**config.mk**
```make
export PLATFORM = sky130hd
export DESIGN_NAME = lsu_top
export DESIGN_NICKNAME = d
export VERILOG_FILES = /design/src/common/lsu_pkg.sv /design/src/hdl/lsu_top.sv /design/src/hdl/load_align.sv /design/src/store_queue/store_queue.sv /design/src/store_queue/sq_forward.sv /design/src/hdl/lsu_agen.sv
export SDC_FILE = /design/constraint.sdc
export NUM_CORES = 2
export LEC_CHECK = 0
export ABC_CLOCK_PERIOD_IN_PS = 19950
export BUFFER_PORTS_ARGS = -buffer_cell sky130_fd_sc_hd__buf_4
export CAP_MARGIN = 10
export CORE_UTILIZATION = 30
export DETAILED_ROUTE_END_ITERATION = 10
export PLACE_DENSITY_LB_ADDON = 0.12
export SLEW_MARGIN = 20
export SYNTH_ARGS = -nofsm -noshare
export SYNTH_HDL_FRONTEND = slang
export SYNTH_SLANG_ARGS = --single-unit
export TNS_END_PERCENT = 10
```
**constraint.sdc**
```tcl
create_clock -name clk -period 19.95 [get_ports clk]
set_input_delay 2.9925 -clock clk [delete_from_list [all_inputs] [get_ports clk]]
set_output_delay 2.9925 -clock clk [all_outputs]
set_load 0.03 [all_outputs]
```
**src/common/lsu_pkg.sv**
```systemverilog
`default_nettype none

package lsu_pkg;

    localparam int XLEN = 64;

    typedef logic [XLEN-1:0] xlen_t;

    typedef enum logic [1:0] {
        SIZE_B = 2'd0,
        SIZE_H = 2'd1,
        SIZE_W = 2'd2,
        SIZE_D = 2'd3
    } size_e;

    // OP_LD sign-extends, OP_LDU zero-extends
    typedef enum logic [1:0] {
        OP_LD  = 2'd0,
        OP_LDU = 2'd1,
        OP_ST  = 2'd2
    } lsu_op_e;

    typedef logic [7:0] inst_id_t;
    typedef logic [6:0] preg_t;

    typedef struct packed {
        lsu_op_e  op;
        size_e    size;
        inst_id_t id;
        preg_t    prd;
        xlen_t    base;
        xlen_t    imm;
        xlen_t    wdata;
    } lsu_req_t;

    // Store data and mask are already placed at their byte lanes
    typedef struct packed {
        inst_id_t   id;
        xlen_t      paddr;
        logic [7:0] fmask;
        xlen_t      fdata;
        logic       valid;
        logic       committed;
    } sq_entry_t;

    typedef struct packed {
        logic [7:0] mask;
        xlen_t      data;
    } fwd_t;

    typedef struct packed {
        inst_id_t   id;
        preg_t      prd;
        logic [2:0] offset;
        size_e      size;
        logic       sext;
        fwd_t       fwd;
    } load_ctx_t;

    typedef struct packed {
        inst_id_t id;
        preg_t    prd;
        xlen_t    rdval;
    } lsu_resp_t;

    typedef struct packed {
        logic     valid;
        inst_id_t id;
    } st_done_t;

    typedef struct packed {
        xlen_t      addr;
        xlen_t      data;
        logic [7:0] mask;
    } dc_write_t;

endpackage

`default_nettype wire
```
**src/hdl/lsu_top.sv**
```systemverilog
`timescale 1ns/10ps
`default_nettype none

module lsu_top #(
    parameter int NR_SQ_ENTRIES = 4
) (
    input  wire logic                clk,
    input  wire logic                rstn,
    // Core request and results
    input  wire lsu_pkg::lsu_req_t   req_i,
    input  wire logic                req_valid_i,
    output logic                     req_ready_o,
    output lsu_pkg::lsu_resp_t       resp_o,
    output logic                     resp_valid_o,
    output lsu_pkg::st_done_t        st_done_o,
    input  wire logic                retire_st_i,
    input  wire logic                squash_i,
    // Cache write port
    output lsu_pkg::dc_write_t       dc_wr_o,
    output logic                     dc_wvalid_o,
    input  wire logic                dc_wready_i,
    // Cache read port
    output lsu_pkg::xlen_t           dc_raddr_o,
    output logic                     dc_rvalid_o,
    input  wire logic                dc_rready_i,
    input  wire lsu_pkg::xlen_t      dc_rdata_i,
    input  wire logic                dc_rdata_valid_i
);

    lsu_pkg::sq_entry_t push_entry;
    lsu_pkg::load_ctx_t ld_ctx;
    lsu_pkg::fwd_t      fwd;
    logic               push;
    logic               ld;
    logic [7:0]         ld_mask;
    logic               sq_free;

    // Both a queue slot and the read port must be free
    assign req_ready_o = sq_free && dc_rready_i;
    assign dc_rvalid_o = ld;

    lsu_agen u_agen (
        .req_i        (req_i),
        .req_valid_i  (req_valid_i),
        .ready_i      (req_ready_o),
        .push_entry_o (push_entry),
        .push_o       (push),
        .ld_o         (ld),
        .ld_addr_o    (dc_raddr_o),
        .ld_mask_o    (ld_mask),
        .ld_ctx_o     (ld_ctx),
        .st_done_o    (st_done_o)
    );

    store_queue #(
        .NR_SQ_ENTRIES (NR_SQ_ENTRIES)
    ) u_store_queue (
        .clk          (clk),
        .rstn         (rstn),
        .push_i       (push),
        .push_entry_i (push_entry),
        .commit_i     (retire_st_i),
        .squash_i     (squash_i),
        .wready_i     (dc_wready_i),
        .ld_i         (ld),
        .ld_addr_i    (dc_raddr_o),
        .ld_mask_i    (ld_mask),
        .fwd_o        (fwd),
        .free_o       (sq_free),
        .wr_o         (dc_wr_o),
        .wvalid_o     (dc_wvalid_o)
    );

    load_align u_load_align (
        .clk           (clk),
        .ld_i          (ld),
        .ctx_i         (ld_ctx),
        .fwd_i         (fwd),
        .rdata_i       (dc_rdata_i),
        .rdata_valid_i (dc_rdata_valid_i),
        .resp_o        (resp_o),
        .resp_valid_o  (resp_valid_o)
    );

endmodule

`default_nettype wire

```
**src/hdl/load_align.sv**
```systemverilog
`timescale 1ns/10ps
`default_nettype none

module load_align (
    input  wire logic                clk,
    input  wire logic                ld_i,
    input  wire lsu_pkg::load_ctx_t  ctx_i,
    input  wire lsu_pkg::fwd_t       fwd_i,
    input  wire lsu_pkg::xlen_t      rdata_i,
    input  wire logic                rdata_valid_i,
    output lsu_pkg::lsu_resp_t       resp_o,
    output logic                     resp_valid_o
);

    lsu_pkg::load_ctx_t ctx_d, ctx_q;
    lsu_pkg::xlen_t     merged;
    lsu_pkg::xlen_t     shifted;
    lsu_pkg::xlen_t     extended;

    always_comb begin
        ctx_d     = ctx_i;
        ctx_d.fwd = fwd_i;
    end

    // Single outstanding load, so one wait register is enough
    always_ff @(posedge clk) begin
        if (ld_i) begin
            ctx_q <= ctx_d;
        end
    end

    // Forwarded bytes win over the cache
    always_comb begin
        for (int b = 0; b < 8; b++) begin
            merged[8*b +: 8] = ctx_q.fwd.mask[b] ? ctx_q.fwd.data[8*b +: 8]
                                                 : rdata_i[8*b +: 8];
        end
    end

    assign shifted = merged >> (8 * ctx_q.offset);

    always_comb begin
        case (ctx_q.size)
            lsu_pkg::SIZE_B: extended = {{56{ctx_q.sext & shifted[7]}}, shifted[7:0]};
            lsu_pkg::SIZE_H: extended = {{48{ctx_q.sext & shifted[15]}}, shifted[15:0]};
            lsu_pkg::SIZE_W: extended = {{32{ctx_q.sext & shifted[31]}}, shifted[31:0]};
            default:         extended = shifted;
        endcase
    end

    assign resp_o.id     = ctx_q.id;
    assign resp_o.prd    = ctx_q.prd;
    assign resp_o.rdval  = extended;
    assign resp_valid_o  = rdata_valid_i;

endmodule

`default_nettype wire

```
**src/store_queue/store_queue.sv**
```systemverilog
`timescale 1ns/10ps
`default_nettype none

module store_queue #(
    parameter int NR_SQ_ENTRIES = 4
) (
    input  wire logic                clk,
    input  wire logic                rstn,
    input  wire logic                push_i,
    input  wire lsu_pkg::sq_entry_t  push_entry_i,
    input  wire logic                commit_i,
    input  wire logic                squash_i,
    input  wire logic                wready_i,
    input  wire logic                ld_i,
    input  wire lsu_pkg::xlen_t      ld_addr_i,
    input  wire logic [7:0]          ld_mask_i,
    output lsu_pkg::fwd_t            fwd_o,
    output logic                     free_o,
    output lsu_pkg::dc_write_t       wr_o,
    output logic                     wvalid_o
);

    localparam int PTR_W = $clog2(NR_SQ_ENTRIES);
    typedef logic [PTR_W-1:0] ptr_t;

    lsu_pkg::sq_entry_t [NR_SQ_ENTRIES-1:0] sq_q, sq_d;
    ptr_t issue_q, issue_d;
    ptr_t commit_q, commit_d;
    ptr_t pop_q, pop_d;
    // Wraps to zero when every entry is speculative, which is still the right rewind
    ptr_t spec_cnt;
    lsu_pkg::sq_entry_t head;

    assign head     = sq_q[pop_q];
    assign wvalid_o = head.valid && head.committed && wready_i;
    assign wr_o     = '{addr: head.paddr, data: head.fdata, mask: head.fmask};
    assign free_o   = !sq_q[issue_q].valid;

    always_comb begin
        sq_d     = sq_q;
        issue_d  = issue_q;
        commit_d = commit_q;
        pop_d    = pop_q;
        spec_cnt = '0;

        if (commit_i) begin
            sq_d[commit_q].committed = 1'b1;
            commit_d = commit_q + ptr_t'(1);
        end

        if (wvalid_o) begin
            sq_d[pop_q].valid     = 1'b0;
            sq_d[pop_q].committed = 1'b0;
            pop_d = pop_q + ptr_t'(1);
        end

        // Squash sees the queue after this cycle's commit and drain
        if (squash_i) begin
            for (int i = 0; i < NR_SQ_ENTRIES; i++) begin
                if (sq_d[i].valid && !sq_d[i].committed) begin
                    sq_d[i].valid = 1'b0;
                    spec_cnt = spec_cnt + ptr_t'(1);
                end
            end
            issue_d = issue_q - spec_cnt;
        end else if (push_i) begin
            sq_d[issue_q] = push_entry_i;
            issue_d = issue_q + ptr_t'(1);
        end
    end

    always_ff @(posedge clk) begin
        if (!rstn) begin
            issue_q  <= '0;
            commit_q <= '0;
            pop_q    <= '0;
            for (int i = 0; i < NR_SQ_ENTRIES; i++) begin
                sq_q[i].valid     <= 1'b0;
                sq_q[i].committed <= 1'b0;
            end
        end else begin
            sq_q     <= sq_d;
            issue_q  <= issue_d;
            commit_q <= commit_d;
            pop_q    <= pop_d;
        end
    end

    sq_forward #(
        .NR_SQ_ENTRIES (NR_SQ_ENTRIES)
    ) u_sq_forward (
        .sq_i       (sq_q),
        .issue_id_i (issue_q),
        .ld_i       (ld_i),
        .ld_addr_i  (ld_addr_i),
        .ld_mask_i  (ld_mask_i),
        .fwd_o      (fwd_o)
    );

endmodule

`default_nettype wire

```
**src/store_queue/sq_forward.sv**
```systemverilog
`timescale 1ns/10ps
`default_nettype none

module sq_forward #(
    parameter int NR_SQ_ENTRIES = 4
) (
    input  wire lsu_pkg::sq_entry_t [NR_SQ_ENTRIES-1:0] sq_i,
    input  wire logic [$clog2(NR_SQ_ENTRIES)-1:0]       issue_id_i,
    input  wire logic                                   ld_i,
    input  wire lsu_pkg::xlen_t                         ld_addr_i,
    input  wire logic [7:0]                             ld_mask_i,
    output lsu_pkg::fwd_t                               fwd_o
);

    localparam int PTR_W = $clog2(NR_SQ_ENTRIES);
    localparam int TAG_LO = 3;
    typedef logic [PTR_W-1:0] ptr_t;

    // Index 0 is the youngest entry, index NR_SQ_ENTRIES-1 the oldest
    lsu_pkg::sq_entry_t [NR_SQ_ENTRIES-1:0] sq_ord;
    logic [NR_SQ_ENTRIES-1:0] match;
    logic [7:0]               new_bytes;
    logic [7:0]               fw_mask;
    lsu_pkg::xlen_t           fw_data;

    always_comb begin
        for (int i = 0; i < NR_SQ_ENTRIES; i++) begin
            sq_ord[i] = sq_i[issue_id_i - ptr_t'(i + 1)];
        end
    end

    // Same double word, valid entry
    always_comb begin
        for (int i = 0; i < NR_SQ_ENTRIES; i++) begin
            match[i] = ld_i && sq_ord[i].valid &&
                       (sq_ord[i].paddr[lsu_pkg::XLEN-1:TAG_LO] ==
                        ld_addr_i[lsu_pkg::XLEN-1:TAG_LO]);
        end
    end

    // A byte claimed by a younger store is never overwritten by an older one
    always_comb begin
        fw_mask   = '0;
        fw_data   = '0;
        new_bytes = '0;
        for (int i = 0; i < NR_SQ_ENTRIES; i++) begin
            if (match[i]) begin
                new_bytes = sq_ord[i].fmask & ld_mask_i & ~fw_mask;
                for (int b = 0; b < 8; b++) begin
                    if (new_bytes[b]) begin
                        fw_data[8*b +: 8] = sq_ord[i].fdata[8*b +: 8];
                    end
                end
                fw_mask = fw_mask | new_bytes;
            end
        end
    end

    assign fwd_o.mask = fw_mask;
    assign fwd_o.data = fw_data;

endmodule

`default_nettype wire

```
**src/hdl/lsu_agen.sv**
```systemverilog
`timescale 1ns/10ps
`default_nettype none

module lsu_agen (
    input  wire lsu_pkg::lsu_req_t   req_i,
    input  wire logic                req_valid_i,
    input  wire logic                ready_i,
    output lsu_pkg::sq_entry_t       push_entry_o,
    output logic                     push_o,
    output logic                     ld_o,
    output lsu_pkg::xlen_t           ld_addr_o,
    output logic [7:0]               ld_mask_o,
    output lsu_pkg::load_ctx_t       ld_ctx_o,
    output lsu_pkg::st_done_t        st_done_o
);

    lsu_pkg::xlen_t addr;
    lsu_pkg::xlen_t st_data;
    logic [2:0]     bo;
    logic [7:0]     mask;
    logic           is_store;
    logic           is_load;
    logic           accept;

    assign addr     = req_i.base + req_i.imm;
    assign bo       = addr[2:0];
    assign is_store = (req_i.op == lsu_pkg::OP_ST);
    assign is_load  = (req_i.op == lsu_pkg::OP_LD) || (req_i.op == lsu_pkg::OP_LDU);
    assign accept   = req_valid_i && ready_i;

    // Byte lanes touched by the access, shared by loads and stores
    always_comb begin
        case (req_i.size)
            lsu_pkg::SIZE_B: mask = 8'b0000_0001 << bo;
            lsu_pkg::SIZE_H: mask = 8'b0000_0011 << bo;
            lsu_pkg::SIZE_W: mask = 8'b0000_1111 << bo;
            default:         mask = 8'hFF;
        endcase
    end

    // Double words go out as they are
    assign st_data = (req_i.size == lsu_pkg::SIZE_D) ? req_i.wdata
                                                     : (req_i.wdata << (8 * bo));

    assign push_o = accept && is_store;
    assign ld_o   = accept && is_load;

    assign push_entry_o.id        = req_i.id;
    assign push_entry_o.paddr     = addr;
    assign push_entry_o.fmask     = mask;
    assign push_entry_o.fdata     = st_data;
    assign push_entry_o.valid     = 1'b1;
    assign push_entry_o.committed = 1'b0;

    assign ld_addr_o = addr;
    assign ld_mask_o = mask;

    assign ld_ctx_o.id     = req_i.id;
    assign ld_ctx_o.prd    = req_i.prd;
    assign ld_ctx_o.offset = bo;
    assign ld_ctx_o.size   = req_i.size;
    assign ld_ctx_o.sext   = (req_i.op == lsu_pkg::OP_LD);
    // Filled in from the queue search by load_align
    assign ld_ctx_o.fwd    = '0;

    // Stores complete as soon as the address is known
    assign st_done_o.valid = push_o;
    assign st_done_o.id    = req_i.id;

endmodule

`default_nettype wire

```
==> metrics.txt <==
clk sink count around 650; num rows 150; Clock Latency Late Sink 0.74 ns; setup TNS 0 ns; cts hold-fix bufs 0; Die Width 412.6 µm; Clock transition at path regs 0.06 ns; Yosys cell types 98; syn nets 4798; Register Area 19420 µm²; critical path's slowest cell a211oi_1; P&R area growth vs syn 18.18%; DP Area about 57000 µm²; FF-to-FF End u_load_align.ctx_q[56]; min-delay src u_store_queue.sq_q[293]; Net Sw Frac 0.3500; DRT antenna net count 0; Post-Synth XOR/XNOR Area 0.04595; drt pass-1 iters 8; Syn Inst Count 4433; Slew Viols, Final 0; buffer and inverter count on the worst path 4; logic gate share of total power 0.286; Final WS setup 9.709 ns; Switch Pwr 0.001501 W; DR vias 42510; Clock Power Share 0.365; CTS tree yes; crit path cell chain buf_4, ha_4, inv_1, fa_4, nor2b_1, o21ai_1, a221o_1, a211oi_1, nor3_2, o21ai_0, xnor2_2, inv_1, buf_4; Worst Max-Slew Pin Slew 1.239 ns; maxcap violations 0; routed len/inst about 32 µm; pin count of the biggest net entering global routing roughly 140; layout cells sized above 1 0.2993; CTS Buf Count 86; area of the multi-input gates ~29000 µm²; Hold Path Stages 2; core region area 167200 µm²; vias in the first global route about 40000; total wire length roughly 230000 µm; sequential share of the synthesized area 0.3837; # Post-CTS Setup Buffers 0; CP startpoint kind primary input; layout net count roughly 5200; Tcrit/Tclk final 0.5133; RSZ-0062 raised after global routing false; RePlAce Congestion 0.9467; vias per inst 6.011; relative slew slack 0.1501; CP Capture Type output pin; Mapped Avg Cell Area 11.41 µm²; Seq pwr share 0.349; Yosys reg bits around 650; die area 170300 µm²; worst setup path class in2out; Worst EP arrival roughly 7.3 ns; DP Wirelength 164900 µm; initial core utilization 0.3025; Max Fclk about 98 MHz; first-pass GRT wire length 316100 µm; largest family of logic cells by synthesized area multiplexers; Post-synth ARST share 0; compound-gate portion of the synthesized area 0.1010; Pleak 21.76 nW; CP Max Fanout 8; min-delay worst type reg2reg; multiplexer share of the synthesized area 0.2743; simple-gate share of the synthesized area 0.1339; CTS max path bufs 3; number of fill cells roughly 17000; I/O pin count roughly 580; Critical Path RT 16.96 ns; final setup fails 0; Fin. Hold Viols 0; initial DRC count 5184; slowest stage delay, CP 0.90 ns; post-cts sizing count 0; most frequent cells in the layout nor2_1 (744), buf_4 (668), edfxtp_1 (637), mux4_2 (547), nand2_1 (273); prevailing post-synth register cell edfxtp_1; initial antenna violation count 10; adder-cell share of the synthesized area 0.02043; status completed; reg2reg start u_store_queue.issue_q[0]; commonest non-fill, non-tap cell in the layout nor2_1; CP delay by family, top compound AO/OA/AOI/OAI gates; Max VDD drop approximately 0.074 mV; Place WS 9.776 ns; register-to-register setup slack 11.79 ns; CTS H-tree lvls 3; hold endpoint u_store_queue.sq_q[293]; cell area after layout 59780 µm²; post-route DRC violation count 0; chip height 412.6 µm; number of synthesized flops with an enable pin 637; internal power 0.002787 W; reg2reg path depth 15; fin crit period 10.24 ns; Buffers on Ports 572; GRT overflow 0; clock skew 0.09057 ns; Synth Cell Area 50590 µm²; Syn. warnings 0; power per cell area 71.72 nW/µm²; gr usage total 0.2595; CTS root buf clkbuf_16
[cells in the mapped netlist (12+ instances only)]
cell        n  area share
and3_1     26      0.0032
a21o_1     35      0.0052
buf_1      62      0.0046
nand2_1   277       0.021
inv_1      96      0.0071
buf_4      35      0.0052
nand3_1    60      0.0059
o22ai_1    41      0.0051
o21bai_1   12      0.0018
o21ai_0   147       0.015
buf_2      48      0.0047
and4_1     20      0.0035
xnor2_1   140       0.024
nor4_1     24      0.0030
a22oi_1    25      0.0037
xor2_1     78       0.014
nor2_1    750       0.056
nor2b_1    21      0.0026
and2_1     27      0.0033
a21oi_1   226       0.022
nand4_1   112       0.014
edfxtp_1  637        0.38
o21a_1     30      0.0045
ha_1       81       0.020
or4_1      12      0.0018
o211ai_1   27      0.0040
mux2_2     43      0.0096
xnor3_1    12      0.0053
o21ai_1    15      0.0015
a221oi_1   14      0.0024
a211oi_1   41      0.0061
nor3_1     59      0.0058
clkbuf_1  252       0.019
a31oi_1    17      0.0021
mux4_2    547        0.24
mux2i_1   104       0.021
o31ai_1    12      0.0018
dfxtp_1    14      0.0055
o221ai_1   35      0.0061
a221o_1    17      0.0034
nand2b_1   31      0.0038
[how the worst max path moves through the flow]
stage | start | end | slack (ns) | cells after the start
after floorplan | dc_rready_i | u_load_align.ctx_q[56] | 3.02 | 11
after global placement | req_i[64] | u_load_align.ctx_q[5] | 9.77 | 18
after detailed placement | req_i[64] | dc_raddr_o[48] | 9.78 | 13
after CTS | req_i[64] | dc_raddr_o[48] | 9.72 | 13
after global routing | req_i[64] | dc_raddr_o[48] | 9.68 | 13
final | req_i[64] | dc_raddr_o[48] | 9.71 | 13
[power groups by stage]
| stage | Clock, W | Combinational (W) | Sequential (W) |
|---|---|---|---|
| after floorplan | 0 | 0.000722 | 0.00152 |
| after global placement | 0 | 0.00121 | 0.00152 |
| after detailed placement | 0 | 0.00121 | 0.00152 |
| after CTS | 0.00160 | 0.00121 | 0.00150 |
| after global routing | 0.00164 | 0.00129 | 0.00150 |
| final | 0.00157 | 0.00122 | 0.00150 |
[worst reg2reg max path, cell delays in order, from the launching register on]
cell	delay, ns
dfxtp_4	0.66
inv_1	0.24
ha_4	0.69
buf_12	0.46
buf_4	0.60
mux4_2	0.63
xnor2_1	0.19
or4b_2	0.70
nor4_1	0.46
nand4_1	0.27
or4_1	0.51
or4_1	0.59
nor4_4	0.30
buf_4	0.59
or4b_1	0.65
mux2_1	0.34
[layer usage]
| metal | vias to the layer above | global-route usage | routed length (µm) |
|---|---|---|---|
| met3 | 199 | 0.04457 | 19200 |
| met1 | 22180 | 0.3891 | 103400 |
| met4 | 4 | 0.05536 | 4692 |
| met2 | 2127 | 0.3890 | 100600 |
| met5 | - | 0 | 24 |
| li1 | 18000 | - | - |
[sequential cells by signal, indices dropped and copies added, names as in the netlist]
register	flops
u_store_queue.sq_q	552
u_load_align.ctx_q	78
u_load_align.resp_o	15
u_store_queue.commit_q	2
u_store_queue.issue_q	2
u_store_queue.pop_q	2
[cell families (layout without fill, tap and decap cells)]
group,Yosys count,count (layout)
compound gates,784,784
xor+xnor,238,238
fa+ha+maj,82,82
buf+inv,498,930
flops,651,651
mux,697,697
other cells,0,2
simple gates,1483,1483
[through the flow]
stage,cells,power (W),hold WS [ns],utilization
6_report,7071,0.004288,0.5617,0.3575
5_1_grt,7069,0.004425,0.6146,0.3575
4_1_cts,7069,0.004308,0.5734,0.3574
3_5_place_dp,6913,0.002735,0.5625,0.3408
3_3_place_gp,6913,0.002736,0.5487,0.3407
2_1_floorplan,4433,0.002242,0.5013,-
[layout make-up]
| type | instances | share of cell area |
|---|---|---|
| multi-input cells | 3284 | 0.4906 |
| flip-flops and latches | 651 | 0.3249 |
| repair buffers | 673 | 0.08556 |
| well taps | 2204 | 0.04613 |
| clock buffers | 106 | 0.03778 |
| clock inverters | 50 | 0.008622 |
| inverters | 101 | 0.006341 |
| diodes | 2 | 0.00008371 |
Power figures use the tool's default switching activity.
